--- config.mk ---
export PLATFORM = sky130hd
export DESIGN_NAME = hist_wdata
export DESIGN_NICKNAME = d
export VERILOG_FILES = /design/src/common/hist_pkg.sv /design/src/hist_saxi/hist_wdata.sv
export SDC_FILE = /design/constraint.sdc
export NUM_CORES = 1
export LEC_CHECK = 0
export BUFFER_PORTS_ARGS = -buffer_cell sky130_fd_sc_hd__buf_2
export CAP_MARGIN = 20
export CORE_MARGIN = 2
export CORE_UTILIZATION = 51
export CTS_CLUSTER_SIZE = 25
export DETAILED_ROUTE_END_ITERATION = 16
export PLACE_DENSITY_LB_ADDON = 0.1
export SKIP_LAST_GASP = 1
export SLEW_MARGIN = 20
export SYNTH_ARGS = -nofsm -noshare
export SYNTH_HDL_FRONTEND = slang
export SYNTH_SLANG_ARGS = --single-unit
--- constraint.sdc ---
create_clock -name aclk -period 4.4 [get_ports aclk]
set_input_delay 0.66 -clock aclk [delete_from_list [all_inputs] [get_ports aclk]]
set_output_delay 0.66 -clock aclk [all_outputs]
set_load 0.01 [all_outputs]
--- src/common/hist_pkg.sv ---
// shared widths, typedefs and constants of the histogram to AXI write path
// every RTL block of the transfer imports what it needs from here
package hist_pkg;

    localparam int NUM_FRAME_BITS_DEF = 4;      // default frame number width

    typedef logic [31:0] hist_word_t;           // one histogram data word
    typedef logic [31:0] axi_addr_t;            // system memory byte address
    typedef logic [1:0]  page_num_t;            // buffer page index
    typedef logic [7:0]  page_addr_t;           // word address inside a page
    typedef logic [1:0]  sensor_t;              // sensor index
    typedef logic [1:0]  sub_chn_t;             // histogram sub-channel
    typedef logic [1:0]  color_t;               // colour burst index
    typedef logic [3:0]  hist_chn_t;            // {sensor, sub_chn}, start page table index
    typedef logic [19:0] start_page_t;          // 4KB page number
    typedef logic [5:0]  axi_id_t;              // {hist_chn, colour}
    typedef logic [4:0]  cmd_addr_t;            // config register address
    typedef logic [3:0]  axi_len_t;
    typedef logic [3:0]  axi_cache_t;

    // mode register layout
    localparam int MODE_WIDTH     = 8;
    localparam int MODE_EN        = 0;
    localparam int MODE_NRESET    = 1;          // low holds the whole path cleared
    localparam int MODE_CONFIRM   = 2;          // wait for all responses before next page
    localparam int MODE_CACHE_LSB = 4;          // awcache in bits 7:4

    localparam cmd_addr_t CMD_MODE_ADDR = 5'd16; // 0..15 are the start page table

    localparam axi_len_t   AXI_LEN_16     = 4'd15;
    localparam logic [1:0] AXI_SIZE_4B    = 2'd2;
    localparam logic [1:0] AXI_BURST_INCR = 2'd1;

    localparam int BURSTS_PER_PAGE = 16;        // 256 words as 16-beat bursts

endpackage

--- src/hist_saxi/hist_wdata.sv ---
`timescale 1ns/100ps
// page readout and the AXI W channel
// reads the page into a 4-deep FIFO that hides the RAM latency, sends it as
// 16-beat bursts and reports block_done when the page has gone out
module hist_wdata (
    input  logic                 aclk,
    input  logic                 mclk,
    input  logic                 en,
    input  logic                 confirm,
    input  logic                 block_start,
    input  hist_pkg::hist_word_t rd_data,
    output logic                 rd_en,
    output hist_pkg::page_addr_t rd_addr,
    output hist_pkg::hist_word_t wdata,
    output logic                 wvalid,
    input  logic                 wready,
    output logic                 wlast,
    output logic [3:0]           wstrb,
    input  logic                 bvalid,
    output logic                 block_done
);
    import hist_pkg::*;

    hist_word_t fifo [4];
    logic [1:0] wp;
    logic [1:0] rp;
    logic [2:0] cnt;            // fifo occupancy
    logic [1:0] re_d;           // read pipeline, data lands with re_d[1]
    logic       running;        // page readout in progress
    logic [3:0] beat;           // beat within the burst
    logic [4:0] bursts_left;    // bursts of this page not yet sent
    logic [5:0] pending;        // bursts sent and not yet answered
    logic       fire;

    // stop at half full, the reads in flight fill the rest
    assign rd_en      = en && running && (cnt < 3'd2);
    assign wvalid     = (cnt != 3'd0);
    assign fire       = wvalid && wready;
    assign wdata      = fifo[rp];
    assign wlast      = &beat;
    assign wstrb      = 4'hf;
    assign block_done = (bursts_left == 5'd0) && (!confirm || pending == 6'd0);

    always_ff @(posedge aclk) begin
        if (re_d[1]) fifo[wp] <= rd_data;
    end

    always_ff @(posedge aclk or posedge mclk) begin
        if (mclk) begin
            {re_d, running, rd_addr, wp, rp, cnt, beat, bursts_left, pending} <= '0;
        end else if (!en) begin
            {re_d, running, rd_addr, wp, rp, cnt, beat, bursts_left, pending} <= '0;
        end else begin
            re_d <= {re_d[0], rd_en};
            if (block_start)
                running <= 1'b1;
            else if (rd_en && &rd_addr)
                running <= 1'b0;                 // last word of the page requested
            if (block_start)
                rd_addr <= '0;
            else if (rd_en)
                rd_addr <= rd_addr + 1'b1;
            if (re_d[1]) wp <= wp + 1'b1;
            if (fire) begin
                rp   <= rp + 1'b1;
                beat <= beat + 1'b1;
            end
            cnt <= cnt + 3'(re_d[1]) - 3'(fire);
            if (block_start)
                bursts_left <= 5'(BURSTS_PER_PAGE);
            else if (fire && wlast)
                bursts_left <= bursts_left - 1'b1;
            pending <= pending + 6'(fire && wlast) - 6'(bvalid);   // bready is always high
        end
    end

    // reads in flight never land in a full fifo
    a_fifo_ovf: assert property (@(posedge aclk) disable iff (mclk || !en)
        re_d[1] && !fire |-> cnt < 3'd4);

endmodule

==> results summary, run 1 <==
The source of the worst register-to-register timing path is cnt[1]. For this block, the initial DRC count from the detailed router was 268. The max-slew headroom at the worst pin came out at 37.1%. The final HPWL from detailed placement came out at 6930 um. Of all cell types, the one taking the most synthesized area is sky130_fd_sc_hd__edfxtp_1. The number of I/O port buffers came out at 82. The number of clock buffers inserted by TritonCTS came out at 17.

Setup repair after global routing left no endpoint under its margin. The worst reg-to-reg path cell count came out at 10. The worst path required time is 3.74 ns. The routability congestion estimate from global placement came out at 0.779. The number of remaining DRC errors is 0. The via count of the first global-routing pass is 3513. The root buffer cell chosen for the clock tree is sky130_fd_sc_hd__clkbuf_16.

The die is 118 um tall. The number of ports placed on the die boundary is 87. The flow ran to the end, and the final reports show no timing, DRC or antenna violations.

Counting flops and latches in the post-synthesis netlist gives 161. The setup skew after layout came out at 0.00667 ns. Setup violations remaining at the end of the flow were counted as 0. The final critical path takes up 70.8% of the cycle. The total global routing track utilization is 17.4%. In the synthesized netlist, the number of instances is 370. The smallest hold slack came out at 0.294 ns.

The count of different cell masters after synthesis came out at 43. The worst setup slack after placement is 1.54 ns. The core area came out at 12600 um2.

The pin slew with the least headroom to its limit is 0.939 ns. The post-synth design cell area is 6610 um2. Leaving out fill and tap cells, the most frequent cell in the layout is sky130_fd_sc_hd__edfxtp_1. The sequential share of the synthesized area is 70.7%. The critical path is of the reg -> out type.

After layout, the worst setup slack is 1.28 ns. In this run the post-CTS setup repair buffer count came out at 0. Power spread over the standard cell area amounts to 532 nW/um2.

The path category of the worst min-delay check is in -> async. The clock passes through at most 2 buffers. The overall die area is 13900 um2.

The width of the die came out at 118 um. The average footprint of a synthesized cell came out at 17.9 um2. The count of pins over their slew limit is 0. The worst voltage drop across the vdd grid came out at 0.275 mV. The count of warnings emitted by yosys is 0.

Yosys mapped a number of flops with a built-in enable equal to 128. The maximum fanout encountered on the critical timing path is 23. The total via count after detailed routing came out at 3446.

The total iterations of the first detailed-routing run is 4. The worst setup path is captured at a primary output. Leaving out fill and tap cells, the most frequent cells in the layout are sky130_fd_sc_hd__edfxtp_1, sky130_fd_sc_hd__buf_2, sky130_fd_sc_hd__mux4_2. The clock transition at the registers of the reported paths came out at 0.06 ns. In the final design database the tool counted 519 nets.

The maximum number of pins on one net before global-route repair is 35. The clock tree from TritonCTS is yes. The initial cell density of the core came out at 52.4%. In this run the critical register-to-register path is captured at pending[4].

At the later pin of the worst-skew pair, clock insertion delay measures 0.41 ns. In the synthesized netlist the dominant register cell turns out to be sky130_fd_sc_hd__edfxtp_1. The share of cells above drive strength 1 came out at 32.4%. The area overhead of the layout relative to synthesis is 18.0%. The number of sinks driven by the clock tree is 161. In the synthesized netlist the async set-or-reset flop fraction comes to 20.5%. The number of max-cap violations came out at 0.

The detail route stage leaves a number of antenna-violating nets equal to 0. The number of gates resized after cts came out at 0. The routed via count divided by cell count came out at 5.34. The final routed wirelength across all metal layers came out at 11200 um. Of the post-synthesis cell area, the dominant cell type holds 58.2%. The number of placement rows is 41.

The final number of hold-violating endpoints is 0. The data arrival time of the worst path is 2.46 ns. The time the worst path needs with I/O delays and setup is 3.12 ns. The first global-routing pass estimated 18200 um of wire. Summed over all cells, the static leakage comes to 2.91 nW.

In this run the register-to-register setup slack is 1.54 ns. The quantity of hold-fixing buffers added after cts is 0. The highest attainable clock frequency is 321 MHz. STA classifies the critical path startpoint as a flip-flop.

The overflow left after global routing came out at 0. The wire length per cell after detailed routing came out at 17.3 um. The final-layout setup total negative slack is 0 ns. Sorting the synthesized cells by area gives the leading types as sky130_fd_sc_hd__edfxtp_1, sky130_fd_sc_hd__dfrtp_1, sky130_fd_sc_hd__mux4_2. The CTS H-tree depth came out at 4.

The number of antenna violations at the first check in global routing is 1.
-- synthesized netlist by cell type, types with 6 or more instances --
cell type and n:
sky130_fd_sc_hd__buf_4 8, sky130_fd_sc_hd__mux4_2 32, sky130_fd_sc_hd__and2_1 13, sky130_fd_sc_hd__a21oi_1 12, sky130_fd_sc_hd__dfrtp_1 33, sky130_fd_sc_hd__ha_1 19, sky130_fd_sc_hd__inv_1 23, sky130_fd_sc_hd__nand2_1 12
sky130_fd_sc_hd__nand3_1 6, sky130_fd_sc_hd__o31ai_1 6, sky130_fd_sc_hd__edfxtp_1 128, sky130_fd_sc_hd__clkbuf_1 6
-- worst max-delay path by stage --
stage,from,end,slack (ns),cells after the start
5_1_grt,rp[0],wdata[21],1.09,3
4_1_cts,rp[0],wdata[21],1.17,3
2_1_floorplan,beat[0],pending[4],2.11,11
3_3_place_gp,cnt[1],pending[4],1.59,10
3_5_place_dp,cnt[1],pending[4],1.54,10
6_report,rp[0],wdata[21],1.28,3
-- kinds of logic (layout without fill, tap and decap cells) --
group | after synthesis | after routing | synth area share [%]
xor+xnor | 7 | 7 | 0.928
compound gates | 40 | 40 | 4.09
simple gates | 64 | 64 | 5.87
fa+ha+maj | 21 | 21 | 4.20
flops | 161 | 161 | 70.7
buf+inv | 41 | 140 | 2.84
other cells | 1 | 5 | 0.0567
mux | 35 | 35 | 11.4
-- where the power goes --
part	switching [mW]	internal (mW)	leakage, nW	total, mW
Combinational	0.368	0.410	1.01	0.778
Sequential	0.112	1.72	1.60	1.83
Clock	0.545	1.00	0.303	1.54
-- state kept, by name (all words and copies together), names as in the netlist --
name / flops
rd_addr: 8
cnt: 3
beat: 4
wp: 2
fifo: 128
bursts_left: 5
running: 1
re_d: 2
pending: 6
rp: 2
-- cell type report --
type | count | area (um2)
fill | 954 | 4820
sequential | 161 | 4670
multi-input combinational | 171 | 1770
clock buffer | 20 | 437
timing repair buffer | 84 | 425
tap | 172 | 215
clock inverter | 12 | 189
inverter | 24 | 90.1
antenna | 1 | 2.50
-- per-layer routing --
metal / routed length, um / part of all wire [%] / GRT usage, %
met1: 5060 / 45 / 22.9
met2: 5470 / 49 / 27.5
met3: 463 / 4.1 / 5.09
met4: 174 / 1.6 / 6.55
met5: 0 / 0 / 0
-- metrics by stage --
stage | cells | util, % | cell area (um2) | total power [mW]
2_1_floorplan | 373 | - | 6620 | 2.42
3_3_place_gp | 612 | 56.8 | 7170 | 2.64
3_5_place_dp | 612 | 56.8 | 7170 | 2.65
4_1_cts | 644 | 61.8 | 7800 | 4.20
5_1_grt | 645 | 61.8 | 7800 | 4.35
6_report | 645 | 61.8 | 7800 | 4.15
-- worst max-delay path, stage by stage, from the launching register on --
cell	delay, ns
sky130_fd_sc_hd__dfrtp_2	0.89
sky130_fd_sc_hd__buf_4	0.41
sky130_fd_sc_hd__mux4_2	0.58
sky130_fd_sc_hd__buf_2	0.16
Power figures use the tool's default switching activity.
==> run 2, diff against run 1 <==
==> constraint.sdc (replaced) <==
create_clock -name aclk -period 2.7 [get_ports aclk]
set_input_delay 0.405 -clock aclk [delete_from_list [all_inputs] [get_ports aclk]]
set_output_delay 0.405 -clock aclk [all_outputs]
set_load 0.01 [all_outputs]
==> results summary, run 2 (synthesized netlist as in run 1, its figures left out) <==
The via count of the first global-routing pass came out at 3602 (was 3513). The number of nets with antenna violations after routing is 0 (unchanged). The die height is 118 um (unchanged). The launching instance or port of the critical path was beat[0] (was rp[0]).

The data arrival time of the worst path came out at 2.76 ns (was 2.46 ns). The final-layout setup total negative slack is 0 ns (unchanged). The clock tree from TritonCTS is yes (unchanged). The number of antenna violations at the first check in global routing is 0 (was 1). The number of remaining DRC errors came out at 0 (unchanged). Result of the run: complete, no violations (unchanged). The core area is 12600 um2 (unchanged). The time the worst path needs with I/O delays and setup is 2.45 ns.

The number of violations reported at the end of detailed-routing iteration 0 is 197 (was 268). The number of clock buffers inserted by TritonCTS is 17 (unchanged). The flip-flop count of the largest register after layout is 128 (unchanged). The master cell of the clock root buffer was sky130_fd_sc_hd__clkbuf_16 (unchanged). The quantity of hold-fixing buffers added after cts was 0 (unchanged). The path category of the worst min-delay check is in -> async (unchanged). The source of the worst register-to-register timing path is beat[0] (was cnt[1]). The count of pins over their slew limit is 0 (unchanged). The share of cells above drive strength 1 is 34.4% (was 32.4%).

The overall die area is 13900 um2 (unchanged). The total iterations of the first detailed-routing run was 4 (unchanged). Setup repair after global routing missed its margin: no (unchanged). The final routed wirelength across all metal layers is 11400 um (was 11200 um).

The clock latency of the later-clocked register in the worst-skew pair is 0.42 ns (was 0.41 ns). The maximum number of pins on one net before global-route repair was 33 (was 35). The total global routing track utilization is 17.7% (was 17.4%). The routed via count divided by cell count came out at 5.39 (was 5.34). The routability congestion estimate from global placement is 0.794 (was 0.779). The overflow left after global routing is 0 (unchanged). The fill cell total of the finished layout was 967 (was 954). The power density over the cells came out at 850 nW/um2 (was 532 nW/um2).

The post-route non-filler standard cell count was 655 (was 645). The register with the highest flop count is fifo (unchanged). The total cell area at the placement stage is 7270 um2 (was 7170 um2). The final HPWL from detailed placement came out at 7580 um (was 6930 um).

The area overhead of the layout relative to synthesis came out at 18.9% (was 18.0%). In the finished design, the share of the clock period the worst path needs comes to 90.9%. The number of max-cap violations is 0 (unchanged). The type of the worst setup path is reg -> reg (was reg -> out). The net count reported at finish is 530 (was 519). The maximum fanout encountered on the critical timing path came to 7 (was 23). The antenna diode count is 0 (was 1). The clock transition at the registers of the reported paths is 0.06 ns (about the same). The CTS H-tree depth came out at 4 (unchanged).

The placed instance count is 623 (was 612). The worst path required time came out at 3.01 ns (was 3.74 ns). Commonest cells after routing, fill and taps aside: sky130_fd_sc_hd__edfxtp_1, sky130_fd_sc_hd__buf_2, sky130_fd_sc_hd__mux4_2 (unchanged).

The number of I/O port buffers came out at 82 (unchanged). The category of the worst setup path launch point is a flip-flop (unchanged). The capturing element type of the critical path is a flip-flop (was primary output).

The static power due to leakage came to 2.94 nW (was 2.91 nW). The number of buffers inserted to repair setup after CTS came out at 0 (unchanged). The width of the die came out at 118 um (unchanged). The pin slew with the least headroom to its limit is 0.807 ns (was 0.939 ns).

The total via count after detailed routing is 3531 (was 3446). The most common cell after layout, fill and taps aside is sky130_fd_sc_hd__edfxtp_1 (unchanged). The final cell utilization of the core is 62.3% (was 61.8%). The final number of hold-violating endpoints came out at 0 (unchanged). The initial cell density of the core was 52.4% (unchanged). The highest attainable clock frequency came out at 408 MHz. The number of ports placed on the die boundary came out at 87 (unchanged). The number of failing setup endpoints in the final timing report is 0 (unchanged). The setup skew after layout came out at 0.00653 ns (was 0.00667 ns). The global-route wire length before repair came out at 18600 um (was 18200 um). The number of gates resized after cts came out at 0 (unchanged).

Largest registers: fifo x128, rd_addr x8, pending x6 (unchanged). The max-slew headroom at the worst pin was 46.2% (was 37.1%). The clock tree buffer depth came to 2 (unchanged). The wire length per cell after detailed routing is 17.5 um (was 17.3 um). The worst voltage drop across the vdd grid is 0.391 mV (was 0.275 mV). The number of placement rows came out at 41 (unchanged). The number of sinks driven by the clock tree is 161 (unchanged). The final non-filler cell area came out at 7860 um2 (was 7800 um2).
==> run 2: changes by cell type in the layout (fill, tap and decap cells not counted), moves of 2 or more <==
cell / before / now
sky130_fd_sc_hd__buf_4: 2 / 12
sky130_fd_sc_hd__bufinv_16: 5 / 3
sky130_fd_sc_hd__clkbuf_1: 3 / 1
sky130_fd_sc_hd__clkinv_4: 1 / 3
sky130_fd_sc_hd__clkinvlp_4: 1 / 3
==> run 2: per-stage QoR <==
stage	hold slack (ns)	setup WS [ns]	power (mW)
after global placement	0.454	0.327	4.33
after CTS	0.141	0.230	6.76
after global routing	0.182	0.0802	6.98
final	0.130	0.247	6.68
after detailed placement	0.447	0.232	4.36
after floorplan	0.434	0.412	3.94
==> run 2: path summary, 6_finish.rpt <==
path | endpoint | slack [ns] | cells after the start
min | rd_addr[5] | 0.13 | 2
max | pending[4] | 0.25 | 11
max reg2reg | pending[4] | 0.25 | 11
min reg2reg | re_d[1] | 0.46 | 1
max in group asynchronous | pending[3] | 1.95 | 3
min in group aclk | fifo[3][22] | 0.20 | 1
==> run 2: layout make-up <==
class	count	area, um2	area share [%]
tap	172	215	2.74
multi-input combinational	171	1770	22.5
clock inverter	14	165	2.10
sequential	161	4670	59.4
clock buffer	18	429	5.46
inverter	24	90.1	1.15
timing repair buffer	95	520	6.62
==> run 2: metal layers <==
layer / wire length [um] / global-route usage [%] / up-vias
li1: - / - / 1630
met1: 5070 / 23.0 / 1810
met2: 5680 / 28.4 / 75
met3: 498 / 5.23 / 16
met4: 205 / 7.23 / 0
met5: 0 / 0 / -
==> run 2: power by group <==
group | internal [mW] | switching [mW] | leakage [nW]
clock | 1.45 | 0.949 | 0.281
sequential | 2.80 | 0.0780 | 1.60
combinational | 0.695 | 0.711 | 1.07
total | 4.94 | 1.74 | 2.94
==> run 2: worst max-delay path: stages, from the launching register on <==
cell and delay [ns]:
sky130_fd_sc_hd__dfrtp_1 0.38, sky130_fd_sc_hd__ha_1 0.19, sky130_fd_sc_hd__nand3_1 0.19, sky130_fd_sc_hd__inv_1 0.19
sky130_fd_sc_hd__nand2_1 0.10, sky130_fd_sc_hd__ha_1 0.28, sky130_fd_sc_hd__inv_1 0.04, sky130_fd_sc_hd__ha_1 0.21
sky130_fd_sc_hd__fa_1 0.42, sky130_fd_sc_hd__a21oi_1 0.14, sky130_fd_sc_hd__o21bai_1 0.09, sky130_fd_sc_hd__mux2i_1 0.12
==> run 3, diff against run 2 <==
--- a/config.mk
+++ b/config.mk
@@ -8,7 +8,7 @@
 export BUFFER_PORTS_ARGS = -buffer_cell sky130_fd_sc_hd__buf_2
 export CAP_MARGIN = 20
 export CORE_MARGIN = 2
-export CORE_UTILIZATION = 51
+export CORE_UTILIZATION = 39
 export CTS_CLUSTER_SIZE = 25
 export DETAILED_ROUTE_END_ITERATION = 16
 export PLACE_DENSITY_LB_ADDON = 0.1
==> results summary, run 3 (synthesized netlist as in run 1, its figures left out) <==
The time the worst path needs with I/O delays and setup is 2.37 ns (was 2.45 ns). The maximum fanout encountered on the critical timing path came out at 7 (unchanged). The number of max-cap violations came out at 0 (unchanged). The number of remaining DRC errors is 0 (unchanged). The quantity of hold-fixing buffers added after cts came out at 0 (unchanged). The maximum number of pins on one net before global-route repair came out at 31 (was 33).

The CTS H-tree depth came to 4 (unchanged). The routed via count divided by cell count is 5.02 (was 5.39). The max-slew headroom at the worst pin came out at 41.3% (was 46.2%). The worst voltage drop across the vdd grid was 0.607 mV (was 0.391 mV).

The type of the worst setup path is reg -> reg (unchanged). The number of buffers inserted to repair setup after CTS came out at 0 (unchanged). The final-layout setup total negative slack is 0 ns (unchanged). The overflow left after global routing was 0 (unchanged). The number of failing setup endpoints in the final timing report is 0 (unchanged). The master cell of the clock root buffer is sky130_fd_sc_hd__clkbuf_16 (unchanged). The register with the highest flop count is fifo (unchanged). The endpoint of the most critical register-to-register path is pending[4] (unchanged). The final number of hold-violating endpoints came to 0 (unchanged).

The static power due to leakage is 2.93 nW (was 2.94 nW). The post-route non-filler standard cell count is 702 (was 655). The number of gates resized after cts is 0 (unchanged).

The amount of wire on met2 after detailed routing is 6190 um (was 5680 um). The share of cells above drive strength 1 came out at 34.6% (was 34.4%). The path category of the worst min-delay check was in -> async (unchanged). Setup repair after global routing missed its margin: no (unchanged). The setup slack on the worst flop-to-flop path came out at 0.33 ns (was 0.25 ns).

The total global routing track utilization came out at 14.6% (was 17.7%). The worst path required time came out at 3.00 ns (was 3.01 ns). The wire length per cell after detailed routing is 17.6 um (was 17.5 um). The met3 layer wire length in the routed design is 587 um (was 498 um). The total iterations of the first detailed-routing run came out at 4 (unchanged). The clock transition at the registers of the reported paths is 0.07 ns (was 0.06 ns). The width of the die is 134 um (was 118 um). The number of clock buffers inserted by TritonCTS came out at 17 (unchanged). The pin slew with the least headroom to its limit is 0.879 ns (was 0.807 ns). The total via count after detailed routing is 3525 (was 3531). The routability congestion estimate from global placement came to 0.749 (was 0.794). The number of I/O port buffers came to 82 (unchanged). The via count of the first global-routing pass came out at 3665 (was 3602). The data arrival time of the worst path is 2.68 ns (was 2.76 ns).

The initial cell density of the core is 39.9% (was 52.4%). The final HPWL from detailed placement came out at 8030 um (was 7580 um). The core area is 16600 um2 (was 12600 um2). The worst reg-to-reg path cell count is 11 (unchanged). The number of nets with antenna violations after routing is 0 (unchanged). The overall die area came out at 18000 um2 (was 13900 um2). The clock tree buffer depth came out at 2 (unchanged). The placed instance count came out at 668 (was 623). The clock latency of the later-clocked register in the worst-skew pair came out at 0.42 ns (about the same). The number of sinks driven by the clock tree was 161 (unchanged). The wire length the detailed router placed on met1 came out at 5350 um (was 5070 um). The source of the worst register-to-register timing path was beat[0] (unchanged).

The number of placement rows came out at 47 (was 41). The final routed wirelength across all metal layers is 12400 um (was 11400 um). The clock tree from TritonCTS is yes (unchanged). The area overhead of the layout relative to synthesis came to 20.1% (was 18.9%). Largest registers: fifo x128, rd_addr x8, pending x6 (unchanged). The count of pins over their slew limit is 0 (unchanged). The share of the cycle needed by the critical path after routing came to 87.9% (was 90.9%).

The number of antenna violations at the first check in global routing was 2 (was 0). The net count reported at finish is 527 (was 530). The power density over the cells is 838 nW/um2 (was 850 nW/um2).

The category of the worst setup path launch point is a flip-flop (unchanged). Commonest cells after routing, fill and taps aside: sky130_fd_sc_hd__edfxtp_1, sky130_fd_sc_hd__buf_2, sky130_fd_sc_hd__mux4_2 (unchanged). The die height came out at 134 um (was 118 um). The number of violations reported at the end of detailed-routing iteration 0 was 160 (was 197).

The capturing element type of the critical path is a flip-flop (unchanged). Result of the run: complete, no violations (unchanged). The number of ports placed on the die boundary is 87 (unchanged).

The flip-flop count of the largest register after layout is 128 (unchanged). The top layer reached by signal wires is met4 (unchanged). The global-route wire length before repair came to 19500 um (was 18600 um). The setup skew after layout is 0.00741 ns (was 0.00653 ns). The highest attainable clock frequency is 421 MHz (was 408 MHz). The most common cell after layout, fill and taps aside is sky130_fd_sc_hd__edfxtp_1 (unchanged).
==> run 3: cell count changes in the layout (fill, tap and decap cells not counted), sizes merged <==
cell | previous run | this run
clkinv | 7 | 5
buf | 95 | 92
diode | 0 | 2
inv | 25 | 28
bufinv | 3 | 2
==> run 3: worst max path at each step <==
stage | startpoint | end | slack (ns) | depth (start not counted)
4_1_cts | beat[0] | pending[4] | 0.19 | 11
3_5_place_dp | beat[0] | pending[4] | 0.18 | 11
3_3_place_gp | beat[0] | pending[4] | 0.30 | 11
6_report | beat[0] | pending[4] | 0.33 | 11
5_1_grt | beat[0] | pending[4] | 0.08 | 11
2_1_floorplan | beat[0] | pending[4] | 0.41 | 11
==> run 3: cell type report <==
cell class	count	area (um2)
multi-input cells	171	1770
clock buffers	18	429
inverters	24	90.1
diodes	2	5.00
well taps	220	275
flip-flops and latches	161	4670
fillers	1477	8650
clock inverters	14	155
repair buffers	92	536
==> run 3: per-layer routing <==
layer / vias up / GRT usage, %
li1: 1631 / -
met1: 1801 / 18.6
met2: 72 / 23.7
met3: 21 / 4.23
met4: 0 / 5.96
met5: - / 0
==> run 3: worst max-delay path, cell delays in order (launching register included) <==
cell                       delay [ns]
sky130_fd_sc_hd__dfrtp_1         0.38
sky130_fd_sc_hd__ha_1            0.22
sky130_fd_sc_hd__nand3_2         0.15
sky130_fd_sc_hd__inv_2           0.13
sky130_fd_sc_hd__nand2_1         0.08
sky130_fd_sc_hd__ha_1            0.28
sky130_fd_sc_hd__inv_1           0.04
sky130_fd_sc_hd__ha_1            0.21
sky130_fd_sc_hd__fa_1            0.41
sky130_fd_sc_hd__a21oi_1         0.15
sky130_fd_sc_hd__o21bai_1        0.09
sky130_fd_sc_hd__mux2i_1         0.13
==> run 3: stage by stage <==
step                util [%]  hold WS, ns  area, um2  power (mW)  setup WS (ns)
finish                  47.8        0.158       7940        6.65          0.327
global route            47.8        0.182       7930        7.00         0.0821
CTS                     47.8        0.180       7930        6.77          0.189
detailed placement      44.3        0.446       7340        4.39          0.184
global placement        44.3        0.441       7340        4.36          0.303
floorplan                  -        0.434       6620        3.94          0.412
==> run 3: report_power, final <==
| part | switching, mW | internal, mW |
|---|---|---|
| Clock | 0.984 | 1.37 |
| Sequential | 0.0851 | 2.80 |
| Combinational | 0.719 | 0.696 |
